**src/include/thor_consts.svh**
```systemverilog
// Fixed widths of the 48-bit instruction format
// The NOP word stands in as the postfix of an instruction that has none
`ifndef THOR_CONSTS_SVH
`define THOR_CONSTS_SVH

// ========================================
// Word widths
// ========================================

// One instruction word
`define THOR_INSN_W 48

// Operand and immediate value
`define THOR_VALUE_W 64

// Register number
`define THOR_REG_W 6

// ========================================
// Fixed words
// ========================================

// Opcode in the low byte, all other fields zero
`define THOR_NOP_WORD 48'h0000_0000_00F1

`endif

```
**src/verilog/thor_pkg.sv**
```systemverilog
// Types and encodings for the kept subset of the instruction set only
// Vector, float, CSR, segment and loop-counter fields are not represented
`include "thor_consts.svh"

package thor_pkg;

	typedef logic [`THOR_INSN_W-1:0] insn_t;
	typedef logic [`THOR_VALUE_W-1:0] value_t;
	typedef logic [`THOR_REG_W-1:0] regno_t;
	typedef logic [7:0] opcode_t;
	typedef logic [5:0] func_t;
	typedef logic [2:0] cat_t;

	// ========================================
	// Opcodes, bits 7:0 of a word
	// ========================================
	localparam opcode_t R2    = 8'h02;
	localparam opcode_t ADDI  = 8'h04;
	localparam opcode_t ANDI  = 8'h08;
	localparam opcode_t ORI   = 8'h09;
	localparam opcode_t ADDIL = 8'h14;
	localparam opcode_t ANDIL = 8'h18;
	localparam opcode_t ORIL  = 8'h19;
	localparam opcode_t JMP   = 8'h20;
	localparam opcode_t JEQ   = 8'h26;
	localparam opcode_t JNE   = 8'h27;
	// Postfixes carry extra immediate bits for the instruction before them
	localparam opcode_t EXI7  = 8'h50;
	localparam opcode_t EXI23 = 8'h51;
	localparam opcode_t EXI41 = 8'h52;
	localparam opcode_t LDB   = 8'h80;
	localparam opcode_t LDBU  = 8'h81;
	localparam opcode_t LDW   = 8'h82;
	localparam opcode_t LDWU  = 8'h83;
	localparam opcode_t LDO   = 8'h86;
	localparam opcode_t STB   = 8'h90;
	localparam opcode_t STW   = 8'h91;
	localparam opcode_t STO   = 8'h93;
	// Same byte as the NOP word
	localparam opcode_t NOP   = opcode_t'(`THOR_NOP_WORD);

	// R2 function codes, bits 47:42
	localparam func_t ADD = 6'h04;
	localparam func_t MUL = 6'h08;
	localparam func_t DIV = 6'h10;

	typedef enum logic [1:0] {byt = 2'd0, wyde = 2'd1, tetra = 2'd2, octa = 2'd3} mem_size_t;

	typedef enum logic {JOIN_EMPTY, JOIN_HOLD} join_state_t;

	// Instruction with its postfix, or the NOP word when it has none
	typedef struct packed {
		insn_t ir;
		insn_t xir;
	} insn_pair_t;

	typedef struct packed {
		regno_t ra;
		regno_t rb;
		regno_t rc;
		regno_t rt;
		logic rfwr;
		value_t imm;
		mem_size_t memsz;
		logic ld;
		logic ldz;
		logic st;
		logic jmp;
		logic jxx;
		logic mul;
		logic div;
		logic multi_cycle;
		logic carfwr;
		cat_t cat;
		value_t jmptgt;
	} deco_t;

endpackage

```
**src/verilog/thor_postfix_joiner.sv**
```systemverilog
// Holds one instruction until the next word or a flush shows its postfix
// A flush with a word that displaces a held instruction acts one cycle later
`timescale 1ns/1ps
`include "thor_consts.svh"

module thor_postfix_joiner import thor_pkg::*;
(
	input logic clk,
	input logic arst_n,
	input insn_t word,
	input logic word_valid,
	input logic flush,
	output insn_pair_t pair,
	output logic pair_valid,
	output logic orphan_postfix
);

join_state_t state;
join_state_t state_nxt;
insn_t hold_ir;
insn_pair_t pair_nxt;
logic is_postfix;
logic flush_req;
logic flush_pend;
logic pend_nxt;
logic emit;
logic orphan;

assign is_postfix = word[7:0] inside {EXI7, EXI23, EXI41};
// Flush left over from a word that replaced the held instruction
assign flush_req = flush | flush_pend;

// The word is taken first, then the flush acts on what is held
always_comb
begin
	state_nxt = state;
	emit = 1'b0;
	orphan = 1'b0;
	pend_nxt = 1'b0;
	pair_nxt.ir = hold_ir;
	pair_nxt.xir = `THOR_NOP_WORD;
	case (state)
	JOIN_EMPTY:
		if (word_valid)
		begin
			if (is_postfix)
				orphan = 1'b1;
			else if (flush_req)
			begin
				emit = 1'b1;
				pair_nxt.ir = word;
			end
			else
				state_nxt = JOIN_HOLD;
		end
	JOIN_HOLD:
		if (word_valid && is_postfix)
		begin
			emit = 1'b1;
			pair_nxt.xir = word;
			state_nxt = JOIN_EMPTY;
		end
		else if (word_valid)
		begin
			// Held one goes out bare, the new word takes its place
			emit = 1'b1;
			pend_nxt = flush_req;
		end
		else if (flush_req)
		begin
			emit = 1'b1;
			state_nxt = JOIN_EMPTY;
		end
	default:	state_nxt = JOIN_EMPTY;
	endcase
end

always_ff @(posedge clk or negedge arst_n)
begin
	if (!arst_n)
	begin
		state <= JOIN_EMPTY;
		pair_valid <= 1'b0;
		orphan_postfix <= 1'b0;
		flush_pend <= 1'b0;
	end
	else
	begin
		state <= state_nxt;
		pair_valid <= emit;
		orphan_postfix <= orphan;
		flush_pend <= pend_nxt;
	end
end

always_ff @(posedge clk)
begin
	if (word_valid && !is_postfix)
		hold_ir <= word;
	if (emit)
		pair <= pair_nxt;
end

endmodule

```
**src/verilog/thor_decoder.sv**
```systemverilog
// Combinational decode of one instruction and its postfix for the kept subset
// Opcodes outside the subset decode as a no-op with a zero immediate
`timescale 1ns/1ps

module thor_decoder import thor_pkg::*;
(
	input insn_pair_t pair,
	output deco_t deco
);

insn_t ir;
insn_t xir;
opcode_t opc;
opcode_t xopc;
func_t func;
logic is_load;
logic is_store;
logic is_jump;
logic is_mul;
logic is_div;

assign ir = pair.ir;
assign xir = pair.xir;
assign opc = ir[7:0];
assign xopc = xir[7:0];
assign func = ir[47:42];

always_comb
begin
	// ========================================
	// Instruction groups
	// ========================================
	is_load = opc inside {LDB, LDBU, LDW, LDWU, LDO};
	is_store = opc inside {STB, STW, STO};
	is_jump = opc inside {JMP, JEQ, JNE};
	is_mul = (opc == R2) && (func == MUL);
	is_div = (opc == R2) && (func == DIV);

	// ========================================
	// Register fields
	// ========================================
	deco.ra = ir[20:15];
	deco.rb = ir[26:21];
	// Stores name their source in the target slot
	deco.rc = is_store ? ir[14:9] : ir[34:29];
	// Jumps write only the link registers
	deco.rt = is_jump ? {4'd0, ir[10:9]} : ir[14:9];

	case (opc)
	R2:
		case (func)
		ADD, MUL, DIV:	deco.rfwr = 1'b1;
		default:	deco.rfwr = 1'b0;
		endcase
	ADDI, ANDI, ORI:	deco.rfwr = 1'b1;
	ADDIL, ANDIL, ORIL:	deco.rfwr = 1'b1;
	LDB, LDBU, LDW, LDWU, LDO:	deco.rfwr = 1'b1;
	default:	deco.rfwr = 1'b0;
	endcase

	// ========================================
	// Immediate
	// ========================================
	case (opc)
	ADDI:	deco.imm = {{53{ir[31]}}, ir[31:21]};
	// AND masks keep the upper bits
	ANDI:	deco.imm = {{53{1'b1}}, ir[31:21]};
	ORI:	deco.imm = {{53{1'b0}}, ir[31:21]};
	ADDIL:	deco.imm = {{41{ir[43]}}, ir[43:21]};
	ANDIL:	deco.imm = {{41{1'b1}}, ir[43:21]};
	ORIL:	deco.imm = {{41{1'b0}}, ir[43:21]};
	LDB, LDBU, LDW, LDWU, LDO, STB, STW, STO:
		deco.imm = {{40{ir[47]}}, ir[47:24]};
	default:	deco.imm = '0;
	endcase
	// A postfix extends the long field above and, for EXI41, below
	case (xopc)
	EXI7:	deco.imm = {{34{xir[15]}}, xir[15:9], ir[43:21]};
	EXI23:	deco.imm = {{18{xir[31]}}, xir[31:9], ir[43:21]};
	EXI41:	deco.imm = {xir[47:9], ir[43:21], xir[1:0]};
	default:	;
	endcase

	// Memory access
	deco.ld = is_load;
	deco.ldz = opc inside {LDBU, LDWU};
	deco.st = is_store;
	case (opc)
	LDB, LDBU, STB:	deco.memsz = byt;
	LDW, LDWU, STW:	deco.memsz = wyde;
	default:	deco.memsz = octa;
	endcase

	deco.mul = is_mul;
	deco.div = is_div;
	deco.multi_cycle = is_mul | is_div | is_load | is_store;

	// ========================================
	// Jumps
	// ========================================
	deco.jmp = (opc == JMP);
	deco.jxx = opc inside {JEQ, JNE};
	// Link field zero means no link register write
	deco.carfwr = is_jump && (ir[10:9] != 2'd0);
	deco.cat = is_jump ? {1'b0, ir[10:9]} : 3'd0;
	// Target counts half-words
	deco.jmptgt = {{32{ir[47]}}, ir[47:17], 1'b0};
end

endmodule

```
**src/verilog/thor_decode_top.sv**
```systemverilog
// Decode stage: postfix joiner, decoder and one output register
// No stall input, every record leaves one cycle after its pair
`timescale 1ns/1ps

module thor_decode_top import thor_pkg::*;
(
	input logic clk,
	input logic arst_n,
	input insn_t word,
	input logic word_valid,
	input logic flush,
	output deco_t deco,
	output logic deco_valid,
	output logic orphan_postfix
);

insn_pair_t pair;
logic pair_valid;
deco_t deco_nxt;

thor_postfix_joiner i_thor_postfix_joiner
(
	.clk(clk),
	.arst_n(arst_n),
	.word(word),
	.word_valid(word_valid),
	.flush(flush),
	.pair(pair),
	.pair_valid(pair_valid),
	.orphan_postfix(orphan_postfix)
);

thor_decoder i_thor_decoder
(
	.pair(pair),
	.deco(deco_nxt)
);

// ========================================
// Output register
// ========================================
always_ff @(posedge clk or negedge arst_n)
begin
	if (!arst_n)
		deco_valid <= 1'b0;
	else
		deco_valid <= pair_valid;
end

// Record only changes with a new pair
always_ff @(posedge clk)
begin
	if (pair_valid)
		deco <= deco_nxt;
end

endmodule

```
**config.mk**
```make
export PLATFORM = sky130hd
export DESIGN_NAME = thor_decode_top
export DESIGN_NICKNAME = d
export VERILOG_FILES = /design/src/verilog/thor_pkg.sv /design/src/verilog/thor_postfix_joiner.sv /design/src/verilog/thor_decoder.sv /design/src/verilog/thor_decode_top.sv
export VERILOG_INCLUDE_DIRS = /design/src /design/src/include
export SDC_FILE = /design/constraint.sdc
export NUM_CORES = 1
export LEC_CHECK = 0
export ABC_AREA = 1
export BUFFER_PORTS_ARGS = -buffer_cell sky130_fd_sc_hd__buf_2
export CAP_MARGIN = 40
export CORE_MARGIN = 1.5
export CORE_UTILIZATION = 55
export DETAILED_ROUTE_END_ITERATION = 16
export PLACE_DENSITY = 0.78
export SYNTH_ARGS = -nofsm -noshare
export SYNTH_HDL_FRONTEND = slang
export SYNTH_HIERARCHICAL = 1
export SYNTH_SLANG_ARGS = --single-unit
export TNS_END_PERCENT = 100
```
**constraint.sdc**
```tcl
create_clock -name clk -period 6.5 [get_ports clk]
set_input_delay 0.65 -clock clk [delete_from_list [all_inputs] [get_ports clk]]
set_output_delay 0.65 -clock clk [all_outputs]
set_load 0.01 [all_outputs]
```
# Word level (Yosys, flattened, before mapping)
# Index checks and enable logic that the tools add are counted.
totals:
  ff_bits: 283
  input_bits: 52
  out_inout_bits: 169
  wordCells: 107
op_classes:
  n_eq_ne: 27
  n_mux: 28
  n_bitwise: 5
  n_reduce_logical: 19
ops:
  columns: ["cell", "count"]
  rows:
  - ["64-bit case mux with 7 select lines", 1]
  - ["48-bit 2-to-1 mux", 4]
  - ["64-bit case mux with 3 select lines", 1]
  - ["8-bit == test (second input constant)", 8]
  - ["8-bit by 7-bit == test with 1-bit output (second input constant)", 6]
  - ["8-bit by 5-bit == test with 1-bit output (second input constant)", 3]
  - ["8-bit by 6-bit == test with 1-bit output (second input constant)", 3]
  - ["1-bit 2-to-1 mux", 17]
  - ["8-bit by 4-bit == test with 1-bit output (second input constant)", 2]
  - ["11-bit OR reduction", 1]
  - ["3-bit nonzero test", 3]
  - ["3-bit OR reduction", 3]
  - ["8-bit by 2-bit == test with 1-bit output (second input constant)", 1]
  - ["8-bit by 3-bit == test with 1-bit output (second input constant)", 1]
  - ["8-bit OR reduction", 1]
  - ["6-bit by 3-bit == test with 1-bit output (second input constant)", 1]
  - ["6-bit by 4-bit == test with 1-bit output (second input constant)", 1]
  - ["6-bit by 5-bit == test with 1-bit output (second input constant)", 1]
  - ["6-bit 2-to-1 mux", 1]
  - ["1-bit case mux with 2 select lines", 3]
  - ["2-bit nonzero test", 3]
  - ["1-bit logical AND", 5]
  - ["5-bit nonzero test", 1]
  - ["1-bit bitwise OR", 4]
  - ["other kinds (4)", 4]

# Longest topological paths before layout
depth:
  word_depth: 5
  ltp_mapped: 11
  ltp_nobuf: 10

# Modules after synthesis
# Netlist, hierarchy kept.
modules_own_cells:
  columns: ["mod", "n_inst", "cells_each", "area_each_um2", "seq_area_each_um2"]
  rows:
  - ["thor_postfix_joiner", 1, 429, 5706.7, 4424.2]
  - ["thor_decode_top", 1, 168, 5039.8, 5039.8]
  - ["thor_decoder", 1, 623, 2801.4, 0.0]

# Worst setup path after synthesis
# No wires, ideal clock.
synth_timing:
  path_kind: "input to register"
  start: "in word_valid"
  end: "reg i_thor_postfix_joiner.pair_valid"
  arrival_time_ns: 5.141
  path_slack_ns: 0.786
  path_stages: 3
  cell_sequence: "buf_2 -> nor3_1 -> o21ai_1"
synth_via:
  elab_chain_cells: 3
synth_lines:
  columns: ["element", "line_no", "text"]
  rows:
  - ["start: declaration", "thor_decode_top.sv:10", "input logic word_valid,"]
  - ["1-bit 2-to-1 mux / 1-bit logical AND (equally long branches)", "thor_postfix_joiner.sv:63, thor_postfix_joiner.sv:57", null]
  - ["1-bit 2-to-1 mux", "thor_postfix_joiner.sv:57", "if (word_valid && is_postfix)"]
  - ["1-bit case mux with 2 select lines *", "thor_postfix_joiner.sv:42", "case (state)"]
  - ["named net i_thor_postfix_joiner.emit", "thor_postfix_joiner.sv:26", "logic emit;"]
  - ["end signal: assignment", "thor_postfix_joiner.sv:90", "pair_valid <= emit;"]
  - ["end: declaration", "thor_postfix_joiner.sv:14", "output logic pair_valid,"]
# The timed path passes the listed nets; every way through them passes the cells marked *.
# A chain may end at the register's enable or synchronous reset.

==> flow_summary.ini <==
[outcome]
outcome = completed

[drt]
detail-route-antenna-nets = 0
route.detailed.drc = 0
avgViaCountPerCell = 5.03
first_pass_iters = 5
dr.first_iter.drc_count = 703
drt_wl_total_mm = 27.7
via_count = 8577
routed_len_inst_um = 16.2

[critical_path]
path_class = reg -> reg
crit_required_ns = 6.77
worst_ep_arrival_time_ns = 3.10
critPathMostFrequentCell = sky130_fd_sc_hd__nand2_1
crit_path_start_kind = flop
rr_worst_depth = 9
r2r_slack_ns = 3.67
timing.rr.start = i_thor_postfix_joiner/pair[48]$_DFFE_PP_
slowest_stage = sky130_fd_sc_hd__nand2_1
worstReg2RegEnd = deco[141]$_DFFE_PP_
timing.critical_path.to_type = flop
max_stage_delay_ns = 0.61
timing.critical_path.cells = inv_1 -> nand2_1 -> nand3_1 -> nand2_1 -> nand2_1 -> nand3b_1 -> nand2_1 -> buf_4 -> nand2_1
critical_path_fanouts_max = 41

[power_and_ir_drop]
pwr-share-clk_pct = 37.9
power.share.sequential_pct = 53.5
switching_share_pct = 23.7
ir_drop_v = 0.000212
switchingPower_w = 0.00115
power.density_nw_per_um2 = 316
power.share.combinational_pct = 8.6
internal_power_w = 0.00370
p_leak_nw = 6.89

[cts]
cts_tree = done
cts_inserted_buffers = 31
cts-root-buf = sky130_fd_sc_hd__clkbuf_16
clock_insertion_delay_worst_skew_ns = 0.55
postCtsSetupRepairBufs = 0
cts.htree.levels = 1
cts-resized-gates = 0
clk_path_buf_depth = 3
clkSlewWorstSetupHoldPaths_ns = 0.07
cts.sink_count = 313

[grt]
first_pass_grt_wire_length_mm = 43.3
largest_net_degree_at_the_start_of_global_routing = 78
first_global_vias = 8074
grt_antenna_before_repair = 9
grt_util_all_layers_pct = 21.8
grt.overflow.total = 0

[finish]
drive_gt1_share_pct = 22.1
finalNetCount = 1401
mostFrequentLayoutCell = sky130_fd_sc_hd__nand2_1
area.growth.synth_to_final_pct = 14.2
final_instance_area_um2 = 15300
n_fill_cell = 1835
mostFrequentLayoutCells = sky130_fd_sc_hd__nand2_1, sky130_fd_sc_hd__edfxtp_1, sky130_fd_sc_hd__buf_2, sky130_fd_sc_hd__nor2_1, sky130_fd_sc_hd__inv_1

[hold_path]
hp-start = word[29]
min_to = i_thor_postfix_joiner/hold_ir[29]$_DFFE_PP_
hp-class = in -> reg
hold-path-cell-count = 1

[synth]
mapped_cell_area_um2 = 13400
synth_area_per_cell_um2 = 11.1
yosys_warn_count = 6
synth_cells = 1212

[die]
die-area_um2 = 25400
initial_utilization_pct = 55.6
fp.coreArea_um2 = 24200
die_boundary_height_um = 159
die-width_um = 159
io_pins = 221
rows = 57

[placed_design]
place.gp.congestion = 0.797
port_buffers = 219
detailed_place_hpwl_mm = 18.1
postPlaceCellArea_um2 = 14200

[timing]
slew-limit-headroom_pct = 41.6
timing.fmax_mhz = 353
hold_viol = 0
grt_setup_unrepaired = false
timing.final.crit_share_pct = 43.6
final.setup_skew_ns = 0.0109
fin_crit_ns = 2.83
setup_viol_count_final = 0
final.setup.tns_ns = 0
worstMarginPinSlew_ns = 0.873
final_max_slew_viol_count = 0

[job]
maxCapViolations = 0
[routing by layer]
layer / vias to the layer above / track usage [%] / wire, µm
met2: 391 / 34.2 / 12900
met4: 2 / 6.35 / 608
met3: 50 / 4.53 / 2390
li1: 4182 / - / -
met5: - / 0 / 12
met1: 3952 / 31.1 / 11800
[power by group through the flow]
stage	Combinational (W)	Clock, W	Sequential (W)
floorplan	0.000208	0	0.00272
global placement	0.000396	0	0.00264
detailed placement	0.000420	0	0.00264
CTS	0.000423	0.00188	0.00260
global route	0.000461	0.00196	0.00262
finish	0.000418	0.00184	0.00260
[per-stage QoR]
| step | util [%] | hold slack [ns] | total power [W] | std cells | setup slack [ns] |
|---|---|---|---|---|---|
| global placement | 58.5 | 0.408 | 0.00303 | 1633 | 3.53 |
| detailed placement | 58.9 | 0.428 | 0.00306 | 1639 | 3.47 |
| global route | 63.4 | 0.280 | 0.00504 | 1702 | 3.34 |
| finish | 63.4 | 0.305 | 0.00485 | 1705 | 3.67 |
| floorplan | - | 0.354 | 0.00293 | 1215 | 0.882 |
| CTS | 63.4 | 0.280 | 0.00490 | 1698 | 3.64 |
[area by class of cell]
cell class,instances,area [µm²],share of cell area (%)
Multi-Input combinational cell,649,2730,17.8
Clock buffer,35,791,5.16
Inverter,119,447,2.91
Timing Repair Buffer,235,1280,8.37
Antenna cell,7,17.5,0.114
Clock inverter,23,283,1.84
Sequential cell,313,9380,61.1
Tap cell,324,405,2.64
[worst max-delay path, delay by kind of cell (launching register included)]
kind                   cells  cell delay, ns
buffers and inverters      2            0.55
flip-flops                 1            0.42
AND/OR/NAND/NOR            7            1.54
[worst max-delay path by stage]
stage	startpoint	endpoint	slack (ns)	cells past startpoint
after global placement	word[0]	i_thor_postfix_joiner/pair[22]$_SDFFCE_PN0P_	3.53	9
after floorplan	word_valid	i_thor_postfix_joiner/pair_valid$_DFF_PN0_	0.88	3
after CTS	i_thor_postfix_joiner/pair[48]$_DFFE_PP_	deco[141]$_DFFE_PP_	3.64	9
final	i_thor_postfix_joiner/pair[48]$_DFFE_PP_	deco[141]$_DFFE_PP_	3.67	9
after detailed placement	word[1]	i_thor_postfix_joiner/pair[20]$_SDFFCE_PN0P_	3.47	9
after global routing	i_thor_postfix_joiner/pair[48]$_DFFE_PP_	deco[113]$_DFFE_PP_	3.34	9
[registers in the layout (all words and copies together) (netlist names)]
name,count
i_thor_postfix_joiner/state,1
i_thor_postfix_joiner/flush_pend,1
i_thor_postfix_joiner/pair,94
i_thor_postfix_joiner/pair_valid,1
deco,167
i_thor_postfix_joiner/hold_ir,47
i_thor_postfix_joiner/orphan_postfix,1
deco_valid,1
[what timing repair did]
item,4_1_cts,5_1_grt
hold endpoints to repair,5,0
hold buffers,1,0
endpoints found under the setup margin,0,0
(Power assumes the default switching activity.)
